`src/common/Common.sv`:
```
package Common;

    typedef logic [31:0] uint32;    // Address and data word
    typedef logic [3:0]  byteMask;  // One bit per byte lane, lane 0 is LSB
    typedef logic [3:0]  memOp;     // {valid, store, size/sign}

    // Memory operation encodings
    localparam memOp opLb  = 4'b1000;  // Load byte, sign extended
    localparam memOp opLh  = 4'b1001;  // Load half, sign extended
    localparam memOp opLw  = 4'b1010;  // Load word
    localparam memOp opLbu = 4'b1011;  // Load byte, zero extended
    localparam memOp opSb  = 4'b1100;
    localparam memOp opSh  = 4'b1101;
    localparam memOp opSw  = 4'b1110;
    localparam memOp opLhu = 4'b1111;  // Load half, zero extended

    // LHU carries the store bit but is a load, so decode stores by code
    function automatic logic isStoreOp(memOp code);
        return (code == opSb) || (code == opSh) || (code == opSw);
    endfunction

    // Low address bits that must be zero for the access size
    function automatic logic [1:0] alignMask(memOp code);
        logic [1:0] mask;
        case (code)
            opLh, opLhu, opSh: mask = 2'b01;
            opLw, opSw:        mask = 2'b11;
            default:           mask = 2'b00;  // Bytes and invalid codes
        endcase
        return mask;
    endfunction

endpackage

```
`src/memAccess/memAccessCtrl.sv`:
```
`timescale 1ns/1ps

module memAccessCtrl #(
    parameter int memWords = 256
) (
    input  logic                        clk,
    input  logic                        rstN,
    input  Common::memOp                op,
    input  Common::uint32               addr,
    input  Common::uint32               storeData,
    output logic [$clog2(memWords)-1:0] ramIndex,
    output Common::byteMask             ramMask,
    output Common::uint32               ramWrData,
    output logic                        ramRead,
    output logic                        s1Valid,
    output Common::memOp                s1Op,
    output logic [1:0]                  s1Lane,
    output logic                        s1Fault
);
    import Common::*;

    localparam int idxBits = $clog2(memWords);

    logic [1:0]         lane;
    logic               opValid;
    logic               storeOp;
    logic               fault;
    logic [idxBits-1:0] wordIndex;
    byteMask            laneMask;
    uint32              laneData;

    assign lane      = addr[1:0];
    assign opValid   = op[3];
    assign storeOp   = isStoreOp(op);
    assign wordIndex = addr[idxBits+1:2];  // Wraps modulo memWords

    // Half needs bit 0 clear and word needs both low bits clear
    assign fault = opValid && (|(lane & alignMask(op)));

    // Lane mask and lane-placed store data
    always_comb begin
        laneMask = '0;
        laneData = storeData;
        case (op)
            opSb: begin
                laneMask = 4'b0001 << lane;
                laneData = {4{storeData[7:0]}};  // Byte in every lane
            end
            opSh: begin
                laneMask = 4'b0011 << lane;
                laneData = {2{storeData[15:0]}};  // Half in both halves
            end
            opSw: begin
                laneMask = 4'b1111;
                laneData = storeData;
            end
            default: begin
                laneMask = '0;  // Loads and invalid codes
            end
        endcase
    end

    // Stage 1 control
    always_ff @(posedge clk) begin
        if (!rstN) begin
            ramMask <= '0;
            ramRead <= 1'b0;
            s1Valid <= 1'b0;
            s1Fault <= 1'b0;
        end else begin
            ramMask <= (storeOp && !fault) ? laneMask : '0;
            ramRead <= opValid && !storeOp && !fault;
            s1Valid <= opValid;
            s1Fault <= fault;
        end
    end

    // Stage 1 payload
    always_ff @(posedge clk) begin
        ramIndex  <= wordIndex;
        ramWrData <= laneData;
        s1Op      <= op;
        s1Lane    <= lane;  // Byte select for load alignment
    end

    // Never write and read the RAM in the same cycle
    maskReadExcl: assert property (
        @(posedge clk) disable iff (!rstN)
        !(ramRead && (|ramMask))
    ) else $error("ramMask set together with ramRead");

    // A misaligned access reaches stage 1 flagged and touches no RAM port
    faultNoAccess: assert property (
        @(posedge clk) disable iff (!rstN)
        fault |=> (s1Fault && s1Valid && ramMask == '0 && !ramRead)
    ) else $error("fault produced a RAM access");

endmodule

```
`config.mk`:
```
export PLATFORM = sky130hd
export DESIGN_NAME = memAccessCtrl
export DESIGN_NICKNAME = d
export VERILOG_FILES = /design/src/common/Common.sv /design/src/memAccess/memAccessCtrl.sv
export SDC_FILE = /design/constraint.sdc
export NUM_CORES = 1
export LEC_CHECK = 0
export BUFFER_PORTS_ARGS = -buffer_cell sky130_fd_sc_hd__buf_2
export CORE_MARGIN = 2
export CORE_UTILIZATION = 41
export CTS_BUF_LIST = sky130_fd_sc_hd__clkbuf_4 sky130_fd_sc_hd__clkbuf_8
export DETAILED_ROUTE_END_ITERATION = 10
export GPL_ROUTABILITY_DRIVEN = 0
export PLACE_DENSITY = 0.83
export REMOVE_ABC_BUFFERS = 1
export SKIP_LAST_GASP = 1
export SYNTH_ARGS = -nofsm -noshare
export SYNTH_HDL_FRONTEND = slang
export SYNTH_SLANG_ARGS = --single-unit
```
`constraint.sdc`:
```
create_clock -name clk -period 1.4 [get_ports clk]
set_clock_uncertainty 0.15 [all_clocks]
set_input_delay 0.14 -clock clk [delete_from_list [all_inputs] [get_ports clk]]
set_output_delay 0.14 -clock clk [all_outputs]
set_load 0.005 [all_outputs]
```
==> After elaboration in Yosys (flattened, before gate mapping) <==
Index checks and enable logic that the tools add are counted.
W data, S select, Z words.
{ "op_classes": {"bitwise": 1, "shift": 2, "reduce_logical": 12, "n_mux": 3, "n_eq_ne": 6} }
{ "op_table": {"columns": ["op", "n"], "rows": [
  ["$pmux W32 S2", 1],
  ["$eq A4 B4 Y1 const B", 6],
  ["$pmux W4 S3", 1],
  ["$logic_and A1 B1 Y1", 4],
  ["$pmux W2 S2", 1],
  ["$reduce_or A2 Y1", 2],
  ["$shl A1 B2 Y4 const A", 1],
  ["$shl A2 B2 Y4 const A", 1],
  ["$reduce_or A3 Y1", 1],
  ["$and A2 B2 Y2", 1],
  ["$logic_not A1 Y1", 2],
  ["$logic_or A1 B1 Y1", 2],
  ["$reduce_and A2 Y1", 1]
]} }
{ "word_totals": {"out_inout_bits": 53, "elab_cells": 32, "input_bits": 70, "regBits": 53} }

==> Logic depth before layout (Yosys ltp) <==
{ "depth": {"ltp_word": 9, "depth_mapped": 4, "ltp_nobuf": 2} }

==> Worst setup path before layout <==
Ideal clock, no wire load.
{ "synth_path": {"path_kind": "input port to flip-flop", "from": "input port op[0]", "to": "register ramWrData[24]", "arrival_time_ns": 0.932, "slack_ns": 0.197, "cell_stages": 4, "required_ns": 1.129, "n_path_buf": 2, "cell_sequence": "buf_6 buf_6 mux2_2 mux2_2"} }
{ "synth_via": {"elab_chain_cells": 2} }
{ "synth_lines": {"columns": ["item", "line_no", "text"], "rows": [
  ["start: declaration", "memAccessCtrl.sv:8", "input Common::memOp op,"],
  ["$eq A4 B4 Y1", "memAccessCtrl.sv:44", "case (op)"],
  ["$pmux W32 S2 (*)", "memAccessCtrl.sv:44", null],
  ["net laneData[24]", "memAccessCtrl.sv:30", "uint32 laneData;"],
  ["end signal: assignment", "memAccessCtrl.sv:81", "ramWrData <= laneData;"],
  ["end: declaration", "memAccessCtrl.sv:13", "output Common::uint32 ramWrData,"]
]} }
The timed path passes the listed nets; every way through them passes the cells marked *.
A chain may end at the register's enable or synchronous reset.

==> Worst setup path after layout <==
{ "layout_path": {"from": "input port storeData[7]", "to": "register ramWrData[31]"} }
{ "layout_via": {"elab_chain_cells": 1} }
{ "layout_lines": {"columns": ["item", "line_no", "text"], "rows": [
  ["start: declaration", "memAccessCtrl.sv:10", "input Common::uint32 storeData,"],
  ["$pmux W32 S2", "memAccessCtrl.sv:44", null],
  ["net laneData[31]", "memAccessCtrl.sv:30", null]
]} }
The timed path passes the listed nets, and every way through them passes these cells.

==> impl_metrics.yaml <==
global_routing:
  grt_pass1_wl_um: 7020
  antenna_found_initial: 0
  grt_pass1_vias: 1524
  grt_usage_pct: 20.7
  grt-ovfl-total: 0
  grt_max_degree: 17
floorplanning:
  die-area_um2: 4650
  ios: 123
  die_w_um: 68.2
  start_util_pct: 42.5
  core_area_um2: 3970
  die_y_um: 68.2
  num_rows: 23
placement:
  place_inst: 265
  placed_area_um2: 2260
  dp_hpwl_um: 2710
  port_buffers: 100
cts:
  cts_max_level: 2
  cts_buffers: 5
  clockBufferDepth: 2
  clockRootBuffer: "clkbuf_8"
  path_clk_slew_ps: 90
  cts_setup_buffers: 0
  tritoncts: "built"
  clock-sinks: 53
routing:
  drt_iter0_drc: 81
  wire_per_inst_um: 14.2
  first_pass_iters: 4
  num_vias: 1475
  via_per_inst: 4.58
  ant_nets: 0
  drc: 0
  routed_wl_um: 4590
final_layout:
  nets: 341
  stdcell_area_um2: 2850
  final_util_pct: 71.7
  fin_cells: 322
  area_growth_pct: 68.5
  antenna_cells: 0
  layout-drive-gt1-share_pct: 55.9
worst_setup_path:
  path_class: "in2reg"
  crit_required_ps: 1430
  worstSetupStartpointType: "primary input"
  crit_path_max_fanout: 4
  endpoint_kind: "flop"
  cp.arrival_ps: 1350
timing:
  finalMaxSlewViolations: 0
  worst_pin_slew_ps: 264
  rsz0062_at_grt: "no"
  final_hold_viol_count: 0
  tns_ps: 0
  max_freq_mhz: 758
  period_share_pct: 94.2
  slew_headroom_pct: 82.4
  min_period_ps: 1320
  setup_viol: 0
  hold_ws_ps: 30.0
job:
  cap_violations: 0
synth:
  syn_avg_cell_area_um2: 14.7
  ys_types: 27
  synth_top_flop_cell: "dfxtp_1"
  async_flop_share_pct: 0
  ys_seq_elements: 53
  synth_area_leaders: "dfxtp_1, mux2_2, buf_6"
  yosysTopAreaCell: "dfxtp_1"
  netlist_area_um2: 1690
  synth_cells: 115
  synth_edf_count: 0
  netlist.area_leader.share_pct: 62.8
  ys_seq_area_share_pct: 62.8
  yosysWarnings: 0
power_and_ir_drop:
  power.leakage_nw: 1.33
  vdd_drop_max_v: 0.000577
  powerDensity_nw_per_um2: 1020
worst_hold_path:
  hold_path_class: "in2reg"
outcome:
  outcome: "complete, no violations"
[layout make-up]
type                            count  area, µm²
Sequential cell                    53       1060
Clock inverter                      2       15.0
Tap cell                           50       62.6
Multi-Input combinational cell     55        579
Fill cell                         278       1120
Inverter                            1       3.75
Clock buffer                        6       76.3
Timing Repair Buffer              155       1050
[through the flow]
stage	total power, mW	setup WS, ps
2_1_floorplan	1.77	268
3_3_place_gp	1.97	14.6
3_5_place_dp	1.98	35.8
4_1_cts	2.92	88.3
5_1_grt	3.06	21.3
6_report	2.91	81.0
[power by group]
group	internal [mW]	leakage, nW	total [mW]	switching (mW)
combinational	0.282	0.846	0.446	0.164
sequential	1.60	0.445	1.62	0.0198
clock	0.372	0.0408	0.846	0.473
total	2.25	1.33	2.91	0.657
[per-layer routing]
layer / track usage (%) / routed length [µm] / vias up
met2: 35.6 / 2200 / 83
met4: 10.5 / 115 / 0
met3: 9.87 / 535 / 13
li1: - / - / 722
met1: 20.8 / 1730 / 657
met5: 0 / 0 / -
[synthesized netlist by cell type, types with 2 or more instances]
cell     number
mux2_2       32
or2b_1        2
or4bb_1       2
buf_6         3
buf_2         2
dfxtp_1      53
[cells in the final DEF (no fill, tap or decap)]
cell type	n
clkbuf_8	5
or3b_1	1
nand3b_4	1
o211ai_1	1
clkinvlp_4	2
a31oi_1	1
buf_2	100
dlygate4sd3_1	49
or2b_1	2
and3b_1	1
nand3_1	1
buf_4	5
o21a_1	1
and2_1	1
xnor2_1	1
or4b_1	1
clkbuf_4	1
o2111a_1	1
a2111oi_2	2
and4bb_2	1
buf_12	1
a21bo_2	1
a21oi_1	1
dfxtp_1	53
a211oi_1	1
a211oi_2	1
or4bb_1	2
nand2_1	1
mux2_2	32
inv_1	1
[critical path, cell delays in order]
cell           delay, ps
dlygate4sd3_1        540
buf_2                150
mux2_2               260
mux2_2               270
[timing repair]
action | in CTS | in global routing
hold buffers | 49 | 0
resized for setup | 0 | 2
endpoints found under the setup margin | 0 | 1
endpoints found under the hold margin | 50 | 0
[state kept, by name, indices dropped and copies added (netlist names)]
signal and cells:
ramWrData 32, ramIndex 8, ramMask 4, s1Op 4, s1Lane 2, ramRead 1, s1Fault 1, s1Valid 1
[cell families (layout without fill, tap and decap cells)]
group	Yosys count	in the layout	share of synthesized area (%)
AO/OA/AOI/OAI	10	10	5.41
XOR/XNOR	1	1	0.519
buffers and inverters	7	164	3.26
flip-flops	53	53	62.8
multiplexers	32	32	21.3
AND/OR/NAND/NOR	12	12	6.67
[worst paths after layout]
| kind | from | end | slack (ps) | cells past startpoint |
|---|---|---|---|---|
| setup / recovery | storeData[7] | ramWrData[31] | 80 | 4 |
| hold / removal | op[3] | s1Valid | 30 | 2 |
No activity file was read; power rests on OpenSTA's default activity.
