--- src/common/Common.sv ---
package Common;

    typedef logic [31:0] uint32;    // Address and data word
    typedef logic [3:0]  byteMask;  // One bit per byte lane, lane 0 is LSB
    typedef logic [3:0]  memOp;     // {valid, store, size/sign}

    // Memory operation encodings
    localparam memOp opLb  = 4'b1000;  // Load byte, sign extended
    localparam memOp opLh  = 4'b1001;  // Load half, sign extended
    localparam memOp opLw  = 4'b1010;  // Load word
    localparam memOp opLbu = 4'b1011;  // Load byte, zero extended
    localparam memOp opSb  = 4'b1100;
    localparam memOp opSh  = 4'b1101;
    localparam memOp opSw  = 4'b1110;
    localparam memOp opLhu = 4'b1111;  // Load half, zero extended

    // LHU carries the store bit but is a load, so decode stores by code
    function automatic logic isStoreOp(memOp code);
        return (code == opSb) || (code == opSh) || (code == opSw);
    endfunction

    // Low address bits that must be zero for the access size
    function automatic logic [1:0] alignMask(memOp code);
        logic [1:0] mask;
        case (code)
            opLh, opLhu, opSh: mask = 2'b01;
            opLw, opSw:        mask = 2'b11;
            default:           mask = 2'b00;  // Bytes and invalid codes
        endcase
        return mask;
    endfunction

endpackage

--- src/memAccess/loadAlign.sv ---
`timescale 1ns/1ps

module loadAlign (
    input  logic          clk,
    input  logic          rstN,
    input  logic          s1Valid,
    input  Common::memOp  s1Op,
    input  logic [1:0]    s1Lane,
    input  logic          s1Fault,
    input  Common::uint32 ramRdData,
    output logic          respValid,
    output logic          respStore,
    output logic          exception,
    output Common::uint32 loadData
);
    import Common::*;

    logic       s2Valid;
    logic       s2Fault;
    memOp       s2Op;
    logic [1:0] s2Lane;
    logic [7:0]  byteSel;
    logic [15:0] halfSel;
    uint32      extData;

    // Side band delayed to line up with RAM read data
    always_ff @(posedge clk) begin
        if (!rstN) begin
            s2Valid <= 1'b0;
            s2Fault <= 1'b0;
        end else begin
            s2Valid <= s1Valid;
            s2Fault <= s1Fault;
        end
    end

    always_ff @(posedge clk) begin
        s2Op   <= s1Op;
        s2Lane <= s1Lane;
    end

    assign byteSel = ramRdData[8*s2Lane +: 8];
    assign halfSel = ramRdData[16*s2Lane[1] +: 16];  // Aligned halves sit at lane 0 or 2

    always_comb begin
        case (s2Op)
            opLb:    extData = {{24{byteSel[7]}}, byteSel};
            opLbu:   extData = {24'd0, byteSel};
            opLh:    extData = {{16{halfSel[15]}}, halfSel};
            opLhu:   extData = {16'd0, halfSel};
            opLw:    extData = ramRdData;
            default: extData = '0;  // Stores return zero
        endcase
    end

    // Stage 3 result
    always_ff @(posedge clk) begin
        if (!rstN) begin
            respValid <= 1'b0;
            respStore <= 1'b0;
            exception <= 1'b0;
        end else begin
            respValid <= s2Valid;
            respStore <= s2Valid && isStoreOp(s2Op);
            exception <= s2Valid && s2Fault;
        end
    end

    always_ff @(posedge clk) begin
        loadData <= (s2Valid && !s2Fault) ? extData : '0;  // Faults return zero
    end

    excHasResp: assert property (
        @(posedge clk) disable iff (!rstN)
        exception |-> respValid
    ) else $error("exception without respValid");

endmodule

--- config.mk ---
export PLATFORM = sky130hd
export DESIGN_NAME = loadAlign
export DESIGN_NICKNAME = d
export VERILOG_FILES = /design/src/common/Common.sv /design/src/memAccess/loadAlign.sv
export SDC_FILE = /design/constraint.sdc
export NUM_CORES = 1
export LEC_CHECK = 0
export ABC_AREA = 0
export ABC_CLOCK_PERIOD_IN_PS = 1700
export BUFFER_PORTS_ARGS = -buffer_cell sky130_fd_sc_hd__buf_2
export CAP_MARGIN = 40
export CORE_ASPECT_RATIO = 0.7
export CORE_MARGIN = 1
export CORE_UTILIZATION = 41
export DETAILED_ROUTE_END_ITERATION = 10
export HOLD_SLACK_MARGIN = 0.02
export PLACE_DENSITY = 0.74
export SLEW_MARGIN = 10
export SYNTH_ARGS = -nofsm -noshare
export SYNTH_HDL_FRONTEND = slang
export SYNTH_SLANG_ARGS = --single-unit
export TNS_END_PERCENT = 1
--- constraint.sdc ---
create_clock -name clk -period 1.7 [get_ports clk]
set_clock_uncertainty 0.05 [all_clocks]
set_input_delay 0.34 -clock clk [delete_from_list [all_inputs] [get_ports clk]]
set_output_delay 0.34 -clock clk [all_outputs]
set_load 0.01 [all_outputs]
Word-level counts from Yosys, hierarchy flattened. Index checks and enable logic that the tools add are counted.

Equality and inequality tests: 8. Shift-type cells: 2. Reductions and logical operators: 6. Muxes and demuxes: 1.

Operators with widths (number): 32-bit one-hot mux with 5 select lines (1); 4-bit equality test (second input constant) (8); 32-bit by 6-bit variable part select with 16-bit output (1); 32-bit by 6-bit variable part select with 8-bit output (1); 1-bit logical AND (3); 1-bit logical OR (2); 1-bit logical NOT (1).

Word-level logic and storage cells: 25. Input port bits: 42. Output and inout bits: 35. Register bits after elaboration: 43.

Depth between registers and ports, before layout. Gate-level depths: netlist (run 1).

Depth in word-level cells: 4. Depth in mapped cells: 7.

Worst setup path after synthesis (run 1). OpenSTA, ideal clock, no wires.

Path type: reg-to-reg. Start: register s2Lane[1]. End: register loadData[0]. Setup slack: 26 ps. Stages on the path, launching flop included: 5. Data arrival time: 1503 ps. Data required time: 1528 ps. Buffers on the path: 1. Library setup time: 122 ps. Cell sequence: dfxtp_1 > buf_2 > mux4_2 > nor4b_1 > a221o_1.

Cells in the longest elaborated chain, start to end: 2. Elaborated cells between the ends (all ways): 3. Those cells by class: 2 x shift; 1 x mux.

RTL lines: start: declaration (RTL line loadAlign.sv:21) `logic [1:0] s2Lane;`; start signal: assignment (RTL line loadAlign.sv:39) `s2Lane <= s1Lane;`; 32-bit by 6-bit variable part select with 16-bit output or 32-bit by 6-bit variable part select with 8-bit output (tied branches) (RTL line loadAlign.sv:43, loadAlign.sv:42); 32-bit one-hot mux with 5 select lines * (RTL line loadAlign.sv:46) `case (s2Op)`; end signal: assignment (RTL line loadAlign.sv:70) `loadData <= (s2Valid && !s2Fault) ? extData : '0;`; end: declaration (RTL line loadAlign.sv:14) `output Common::uint32 loadData`.

Mark *: on every way between the ends. The rest lies on a longest branch, timed or not. A chain may end at the register's enable or synchronous reset.

Worst setup path in the final report (run 1).
Start: register s2Lane[1]. End: register loadData[12].

Same word-level chain as after synthesis.

==> metrics.txt, run 1 <==
vias per cell about 5.1; share of cells above drive strength 1 0.476; CP Buf/Inv Count 1; global-route wire length before repair around 6700 um; Final Critical Period about 1.7 ns; detailed placement HPWL 3220 um; # port buffers 76; Fmax achieved between 600 and 700 MHz; area grow syn2layout 41.0%; Clk pin slew, worst setup/hold paths around 0.080 ns; CTS max path bufs 2; Worst Hold Class input port to flip-flop; Die W between 70 and 80 um; Root Driver clkbuf_8; hold-critical path depth 1; Post-Synth Simple-Gate Area 0.139; final core occ 0.606; Final #Nets ~290; origin of the critical flop-to-flop path s2Lane[1]; pin count of the biggest net entering global routing 27; WL per Instance ~14 um; Sink Count 43; H-tree depth 2; fillers roughly 340; max_cap viols 0; top post-synthesis cells by area dfxtp_1, a21oi_1, a221o_1; total track usage 0.207; Post-Syn Area ~0.0017 mm^2; Critical Path RT around 1.8 ns; mean area per synthesized cell ~11 um^2; TritonCTS clock tree built; worst r2r path cells 4; post-synthesis xor/xnor area fraction 0.00520; kind of end point of the critical path flip-flop; Initial DRC Count around 120; Worst Hold End s2Lane[0]; initial antenna violation count 0; number of global-route vias before repair between 1000 and 1500; Setup TNS Final 0 ns; sequence of cells on the critical path mux4_2 > nor4bb_2 > buf_2 > a221o_1; pre-CTS setup slack -0.130 ns; Synth Flop Type dfxtp_1; Slew headroom 0.707; CP max stage delay approximately 0.5 ns; FF-to-FF End loadData[12]; Setup WS post-layout ~0.04 ns; Max FO, Critical Path 6; number of flops mapped to enable cells by yosys 0; WP data arrival 1.80 ns; Critical-path top delay cell mux4_2; Core Box Area 0.00392 mm^2; setup violators final 0; Die ar. approximately 0.0044 mm^2; CP Launch Type flip-flop; std cell rows 19; worst hold path startpoint s1Lane[0]; Initial Util 0.430; FF+latch count, synth 43; DRT Wirelength 4280 um; Yosys warning count 0; final antenna-violating net count 0; TritonCTS Buffers 5; Adder-Cell Fraction of Synth Area 0; LEAKAGE 0.00107 uW; sequential area share after synthesis 0.511; list of most frequent post-synthesis cells dfxtp_1, a21oi_1, nand2_1; Least-Margin Pin Slew between 0.4 and 0.5 ns; outcome complete, no violations; top cell type by total area after synthesis dfxtp_1; main combinational cell family by area after synthesis compound AO/OA/AOI/OAI gates; gpl congestion ~0.8; drt first pass iters 4; DRC violations left 0; diodes inserted 0; compound-gate portion of the synthesized area 0.226; worst hold margin 0.0866 ns; Clock Latency Late Sink around 0.30 ns; final hold vios 0; routed vias 1548; mux cell area share after synthesis 0.0802; FFs w/ async S/R, synth 0; Final Max Slew Viols 0; Synth top area share 0.511; grt total ovfl 0; io pins slightly below 80; Syn Nets between 150 and 200; Power, Total ~2200 uW; flop2flop setup slack 0.04 ns; Worst path top cell family by delay multiplexers; instance count of the mapped netlist between 150 and 200; Die Y ~56 um; CP Class flip-flop to flip-flop; top-count cell post-synth dfxtp_1; P per Cell Area roughly 920 mW/mm^2; fin crit share 0.977; Unique masters post-synth 34; RSZ-0062 raised after global routing true; VDD IR-drop max about 0.00048 V
==> kinds of logic (layout without fill, tap and decap cells) <==
| logic type | Yosys count | after routing |
|---|---|---|
| simple gates | 42 | 42 |
| mux | 9 | 9 |
| flops | 43 | 43 |
| compound gates | 50 | 50 |
| buf+inv | 12 | 105 |
| xor+xnor | 1 | 1 |
==> where the power goes <==
| group | total [uW] | internal [uW] | leakage (uW) | switching, uW |
|---|---|---|---|---|
| Sequential | 1030 | 1020 | 0.000350 | 8.62 |
| Clock | 931 | 585 | 0.0000644 | 345 |
| Combinational | 224 | 113 | 0.000655 | 111 |
==> cells in the final DEF, fill, tap and decap left out, types with 5 or more instances in the layout <==
master | Yosys | routed
a21oi_1 | 22 | 22
a221o_1 | 10 | 10
a22oi_1 | 6 | 6
buf_2 | 5 | 77
buf_4 | 2 | 15
clkbuf_8 | 0 | 5
dfxtp_1 | 43 | 42
mux2_2 | 6 | 6
nand2_1 | 21 | 21
o211ai_1 | 6 | 6
==> metrics by stage <==
step / instances / instance area, um^2
after floorplan: 157 / 1690
final: 302 / 2380
after CTS: 302 / 2370
after global routing: 302 / 2380
after detailed placement: 293 / 2210
after global placement: 292 / 2200
==> registers in the layout, indices dropped and copies added, names as in the netlist <==
| name | cells |
|---|---|
| respStore | 1 |
| respValid | 1 |
| s2Lane | 2 |
| exception | 1 |
| s2Valid | 1 |
| loadData | 32 |
| s2Fault | 1 |
| s2Op | 4 |
==> area by class of cell <==
cell class              instances  area [um^2]  share of cell area
repair buffers                 95          541               0.227
multi-input cells             102          764               0.322
clock inverters                 3         67.6              0.0284
inverters                       2         7.51             0.00316
flip-flops and latches         43          862               0.363
clock buffers                   5         68.8              0.0290
well taps                      52         65.1              0.0274
==> timing repair <==
item                       4_1_cts  5_1_grt
setup buffers                    1        0
setup endpoints to repair       10       16
resized for setup                3        2
hold buffers                     0        0
pin swaps                        1        4
==> worst max path at each step <==
stage	depth (start not counted)	slack [ns]	start	endpoint
floorplan	4	0.03	s2Lane[1]	loadData[0]
global placement	4	-0.34	s2Op[0]	loadData[12]
detailed placement	5	-0.13	ramRdData[31]	loadData[12]
CTS	4	0.02	s2Lane[1]	loadData[0]
global route	6	-0.05	s2Op[3]	loadData[5]
finish	4	0.04	s2Lane[1]	loadData[12]
==> layer usage <==
| metal | global-route usage | routed length (um) | vias up |
|---|---|---|---|
| met2 | 0.291 | 1800 | 71 |
| met4 | 0.116 | 89 | 0 |
| met1 | 0.281 | 2040 | 700 |
| li1 | - | - | 769 |
| met5 | 0 | 0 | - |
| met3 | 0.0639 | 347 | 8 |
Power figures use the tool's default switching activity.
==> run 2: changes to the inputs <==
--- a/config.mk
+++ b/config.mk
@@ -6,15 +6,14 @@
 export NUM_CORES = 1
 export LEC_CHECK = 0
 export ABC_AREA = 0
-export ABC_CLOCK_PERIOD_IN_PS = 1700
+export ABC_CLOCK_PERIOD_IN_PS = 1900
 export BUFFER_PORTS_ARGS = -buffer_cell sky130_fd_sc_hd__buf_2
 export CAP_MARGIN = 40
 export CORE_ASPECT_RATIO = 0.7
-export CORE_MARGIN = 1
-export CORE_UTILIZATION = 41
+export CORE_UTILIZATION = 45
 export DETAILED_ROUTE_END_ITERATION = 10
 export HOLD_SLACK_MARGIN = 0.02
-export PLACE_DENSITY = 0.74
+export PLACE_DENSITY = 0.77
 export SLEW_MARGIN = 10
 export SYNTH_ARGS = -nofsm -noshare
 export SYNTH_HDL_FRONTEND = slang
==> constraint.sdc (replaced) <==
create_clock -name clk -period 1.9 [get_ports clk]
set_clock_uncertainty 0.05 [all_clocks]
set_input_delay 0.38 -clock clk [delete_from_list [all_inputs] [get_ports clk]]
set_output_delay 0.38 -clock clk [all_outputs]
set_load 0.01 [all_outputs]
==> run 2 against run 1 <==
Against the previous run:
- clock power decreased by 12%
- critical path depth is 2 higher
- count of clock-buffer cells in the layout is 1 higher
- critical path type unchanged
- total power is 11% lower
- hold slack improved by 0.050 ns
- sequential power fell by 10%
- first-iteration DRC count shrank 3.2%
- register-to-register slack improved by 0.11 ns
- routed wire length is 0.42% higher
- fmax decreased by 4.9%
- largest cell class unchanged
- setup slack better by 0.11 ns
- sequential share of layout area rose by 0.95 points
==> metrics.txt, run 2 (synthesis gave the netlist of run 1 again) <==
outcome complete, no violations; Post-CTS Setup Inserts 0 (-1); final hold vios 0 (unchanged); sequence of cells on the critical path buf_4 > nand2b_1 > nor2_1 > buf_4 > nand2_1 > a21oi_1; Final Max Slew Viols 0 (unchanged); most flop-heavy register loadData; CP Class flip-flop to flip-flop; TritonCTS Buffers 5 (unchanged); share of cells above drive strength 1 0.455 (-0.0207); Fmax achieved 573 MHz (-4.9%); Initial Util 0.474 (+0.0440); vias per cell 5.22 (+1.8%); Root Driver clkbuf_8; WL per Instance 14.5 um (+2.5%); CP max stage delay 0.49 ns (-0.02 ns); Slew headroom 0.596 (-0.111); most frequent CP cell buf_4; WP data arrival 1.93 ns (+0.13 ns); Largest register FFs 32 (unchanged); Critical Path RT 2.08 ns (+0.24 ns); Sequential Power Share 0.476 (+0.004); DRT Wirelength 4300 um (+0.42%); routed vias 1545 (-0.19%); Least-Margin Pin Slew 0.604 ns (+0.164 ns); kind of end point of the critical path flip-flop; # port buffers 76 (unchanged); worst hold path startpoint s1Op[3]; RSZ-0062 raised after global routing false; most common cell after layout, fill and taps aside buf_2; drt first pass iters 4 (unchanged); total track usage 0.224 (+0.0175); Clock power frac 0.424 (about the same); final antenna-violating net count 0 (unchanged); Max FO, Critical Path 9 (+3); Final Critical Period 1.75 ns (+0.0863 ns); global-route wire length before repair 6510 um (-3.0%); max_cap viols 0 (unchanged); setup violators final 0 (unchanged); Clock Latency Late Sink 0.29 ns (about the same); diodes inserted 0 (unchanged); area grow syn2layout 37.2%; TritonCTS clock tree built; CTS max path bufs 2 (unchanged); VDD IR-drop max 0.000623 V (+31%); Sink Count 43 (unchanged); gpl congestion 0.819 (+1.2%); CP Launch Type flip-flop; pin count of the biggest net entering global routing 27 (unchanged); number of global-route vias before repair 1419 (+0.78%); initial antenna violation count 0 (unchanged); Worst Hold Class input port to flip-flop; hold_buf cts 0 (unchanged); Crit. Startpoint s2Op[0]; DRC violations left 0 (unchanged); std cell rows 18 (-1); Die W 75.1 um (-4.4%); origin of the critical flop-to-flop path s2Op[0]; detailed placement HPWL 3170 um (-1.6%); Critical-path top delay cell nor2_1; Final #Nets 287 (-1.4%); Switching Fraction 0.208 (-0.00486); switching pwr 403 uW (-13%); combinational power share 0.100 (-0.003); Clk pin slew, worst setup/hold paths 0.08 ns (about the same); biggest regs loadData (32), s2Op (4), s2Lane (2); Die ar. 0.00400 mm^2 (-8.6%); commonest non-fill, non-tap cells in the layout buf_2, dfxtp_1, a21oi_1, nand2_1, buf_4; Initial DRC Count 120 (-3.2%); P_int 1540 uW (-11%); io pins 77 (unchanged); worst hold margin 0.136 ns (+0.0496 ns); LEAKAGE 0.00105 uW (-2.2%); fin crit share 0.919 (-0.0574); H-tree depth 2 (unchanged); Die Y 53.2 um (-4.4%); Setup TNS Final 0 ns (unchanged); grt total ovfl 0 (unchanged); Core Box Area 0.00356 mm^2 (-9.3%); cts repair resizes 0 (-3); P per Cell Area 839 mW/mm^2 (-8.8%)
[run 2: routing by layer]
metal,track usage,vias up,part of all wire
met4,0.0648,0,0.0063
met5,0,-,0
li1,-,760,-
met1,0.315,712,0.51
met2,0.339,68,0.41
met3,0.0571,5,0.076
[run 2: stage by stage]
stage	total power, uW	util	worst slack (ns)	instance area [um^2]	std cells
2_1_floorplan	1040	-	0.226	1690	157
3_3_place_gp	1130	0.609	-0.132	2170	286
3_5_place_dp	1140	0.613	0.148	2180	288
4_1_cts	1950	0.650	0.156	2310	296
5_1_grt	2010	0.650	0.0112	2310	296
6_report	1940	0.650	0.153	2310	296
[run 2: path summary, 6_finish.rpt]
kind	end	slack [ns]	depth (start not counted)
max reg2reg	loadData[27]	0.15	6
min	s2Op[3]	0.14	1
max	loadData[27]	0.15	6
min reg2reg	exception	0.44	1
[run 2: final cells by class]
class                           instances  area, um^2
Clock buffer                            6        72.6
Clock inverter                          2        60.1
Fill cell                             309        1250
Inverter                                2        7.51
Multi-Input combinational cell        102         758
Sequential cell                        43         861
Tap cell                               50        62.6
Timing Repair Buffer                   91         490
[run 2: power groups by stage]
stage	Clock [uW]	Combinational, uW	Sequential, uW
floorplan	0	91.8	949
global placement	0	188	945
detailed placement	0	191	945
CTS	830	193	924
global route	873	209	926
finish	822	195	924
[run 2: worst max-delay path, delay by kind of cell, from the launching register on]
kind                   cells  cell delay, ns
buffers and inverters      2            0.43
flip-flops                 1            0.32
AO/OA/AOI/OAI              1            0.13
AND/OR/NAND/NOR            3            0.75
==> run 3: changes to the inputs <==
--- a/config.mk
+++ b/config.mk
@@ -10,10 +10,10 @@
 export BUFFER_PORTS_ARGS = -buffer_cell sky130_fd_sc_hd__buf_2
 export CAP_MARGIN = 40
 export CORE_ASPECT_RATIO = 0.7
-export CORE_UTILIZATION = 45
+export CORE_UTILIZATION = 46
 export DETAILED_ROUTE_END_ITERATION = 10
 export HOLD_SLACK_MARGIN = 0.02
-export PLACE_DENSITY = 0.77
+export PLACE_DENSITY = 0.79
 export SLEW_MARGIN = 10
 export SYNTH_ARGS = -nofsm -noshare
 export SYNTH_HDL_FRONTEND = slang
==> run 3 against run 2 <==
Against the previous run:
- highest routed layer unchanged
- routed wire length is 4.5% higher
- critical path depth shrank 2
- via count up 4.1%
- fmax is 0.73% lower
- die area decreased by 2.1%
- hold slack worse by 0.0052 ns
- final area fell by 0.22%
- largest cell class unchanged
- sequential power barely moved
==> metrics.txt, run 3 (synthesis gave the netlist of run 1 again) <==
kind of end point of the critical path flip-flop; final hold vios 0 (unchanged); diodes inserted 0 (unchanged); Final Critical Period 1.76 ns (+0.0128 ns); Critical-path top delay cell mux4_2; io pins 77 (unchanged); Worst path top cell family by delay multiplexers; hold_buf cts 0 (unchanged); biggest regs loadData (32), s2Op (4), s2Lane (2); Sink Count 43 (unchanged); Post-CTS Setup Inserts 0 (unchanged); Die W 74.3 um (-1.1%); vias per cell 5.47 (+4.8%); P per Cell Area 800 mW/mm^2 (-4.7%); Max FO, Critical Path 13 (+4); pin count of the biggest net entering global routing 27 (unchanged); hold-critical path depth 1 (unchanged); # port buffers 76 (unchanged); TritonCTS Buffers 5 (unchanged); final antenna-violating net count 0 (unchanged); Slew headroom 0.704 (+0.108); WP data arrival 1.88 ns (-0.05 ns); worst hold path startpoint s1Op[3]; Die ar. 0.00391 mm^2 (-2.1%); H-tree depth 2 (unchanged); Clk pin slew, worst setup/hold paths 0.08 ns (about the same); outcome complete, no violations; Final #Nets 288 (+0.35%); total track usage 0.253 (+0.0281); Final Max Slew Viols 0 (unchanged); grt total ovfl 0 (unchanged); commonest non-fill, non-tap cells in the layout buf_2, dfxtp_1, a21oi_1, nand2_1, buf_4; Critical Path RT 2.02 ns (-0.06 ns); sequence of cells on the critical path buf_4 > mux4_2 > nor4b_1 > a221o_1; max_cap viols 0 (unchanged); Worst Hold End s2Op[3]; Root Driver clkbuf_8; initial antenna violation count 0 (unchanged); Worst Hold Class input port to flip-flop; gpl congestion 0.814 (-0.63%); CP Buf/Inv Count 1 (-1); Least-Margin Pin Slew 0.445 ns (-0.159 ns); Setup WS post-layout 0.141 ns (-0.0128 ns); FF-to-FF End loadData[0]; worst r2r path cells 4 (-2); std cell rows 17 (-1); flop2flop setup slack 0.14 ns (about the same); TritonCTS clock tree built; DRT Wirelength 4490 um (+4.5%); WL per Instance 15.3 um (+5.2%); Die Y 52.6 um (-1.1%); number of global-route vias before repair 1497 (+5.5%); area grow syn2layout 36.9%; final core occ 0.695 (+0.0455); CP max stage delay 0.52 ns (+0.03 ns); Largest register FFs 32 (unchanged); Clock Latency Late Sink 0.29 ns (about the same); origin of the critical flop-to-flop path s2Lane[1]; DRC violations left 0 (unchanged); pre-CTS setup slack 0.146 ns (-0.00197 ns); most flop-heavy register loadData; detailed placement HPWL 3290 um (+3.9%); CP Class flip-flop to flip-flop; LEAKAGE 0.00105 uW (about the same); RSZ-0062 raised after global routing false; routed vias 1608 (+4.1%); Core Box Area 0.00332 mm^2 (-6.8%); CP Launch Type flip-flop; Initial DRC Count 133 (+11%); fin crit share 0.926 (+0.00672); most common cell after layout, fill and taps aside buf_2; share of cells above drive strength 1 0.466 (+0.0103); CTS max path bufs 2 (unchanged); setup violators final 0 (unchanged); global-route wire length before repair 7040 um (+8.1%); Initial Util 0.508 (+0.0343); VDD IR-drop max 0.000432 V (-31%); drt first pass iters 4 (unchanged); Fmax achieved 568 MHz (-0.73%)
-- run 3: changes by cell type in the layout (fill, tap and decap cells not counted), sizes merged --
cell    change
clkinv      +1
bufinv      -1
buf         +1
-- run 3: layout make-up --
cell class	count	area, um^2
multi-input combinational	102	764
tap	47	58.8
clock inverter	2	35.0
clock buffer	6	82.6
fill	277	1010
inverter	2	7.51
timing repair buffer	92	498
sequential	43	861
-- run 3: per-stage QoR --
step	hold WS (ns)	instance area [um^2]	TNS, ns	cells	total power (uW)
final	0.131	2310	0	294	1850
after floorplan	0.358	1690	0	157	1040
after detailed placement	0.434	2180	0	286	1140
after CTS	0.130	2300	0	294	1850
after global routing	0.115	2310	0	294	1920
after global placement	0.432	2180	-0.864	285	1140
-- run 3: timing repair --
action | in CTS | in global routing
hold endpoints to repair | 0 | 0
resized for setup | 0 | 1
endpoints found under the setup margin | 0 | 5
-- run 3: how the worst max path moves through the flow --
stage                        startpoint      endpoint  slack [ns]  depth (start not counted)
final                         s2Lane[1]   loadData[0]        0.14                          4
after global routing            s2Op[1]  loadData[11]        0.05                          5
after CTS                     s2Lane[1]   loadData[0]        0.15                          4
after detailed placement  ramRdData[31]  loadData[10]        0.15                          5
after global placement          s2Op[0]   loadData[9]       -0.11                          4
after floorplan               s2Lane[1]   loadData[0]        0.23                          4
-- run 3: worst register-to-register path, delay by kind of cell, from the launching register on --
| family | cells | cell delay (ns) |
|---|---|---|
| muxes | 1 | 0.52 |
| AOI/OAI and AO/OA | 1 | 0.29 |
| and+or+nand+nor | 1 | 0.16 |
| DFF | 1 | 0.39 |
| buffers and inverters | 1 | 0.24 |
-- run 3: where the power goes --
| group | switching [uW] | total (uW) | internal (uW) |
|---|---|---|---|
| clock network | 296 | 721 | 425 |
| logic | 102 | 200 | 97.9 |
| registers | 8.03 | 924 | 916 |
-- run 3: routing by layer --
metal | vias to the layer above | share of wire | track usage
met5 | - | 0 | 0
met4 | 0 | 0.013 | 0.104
met3 | 6 | 0.091 | 0.0731
li1 | 761 | - | -
met2 | 98 | 0.43 | 0.370
met1 | 743 | 0.47 | 0.347
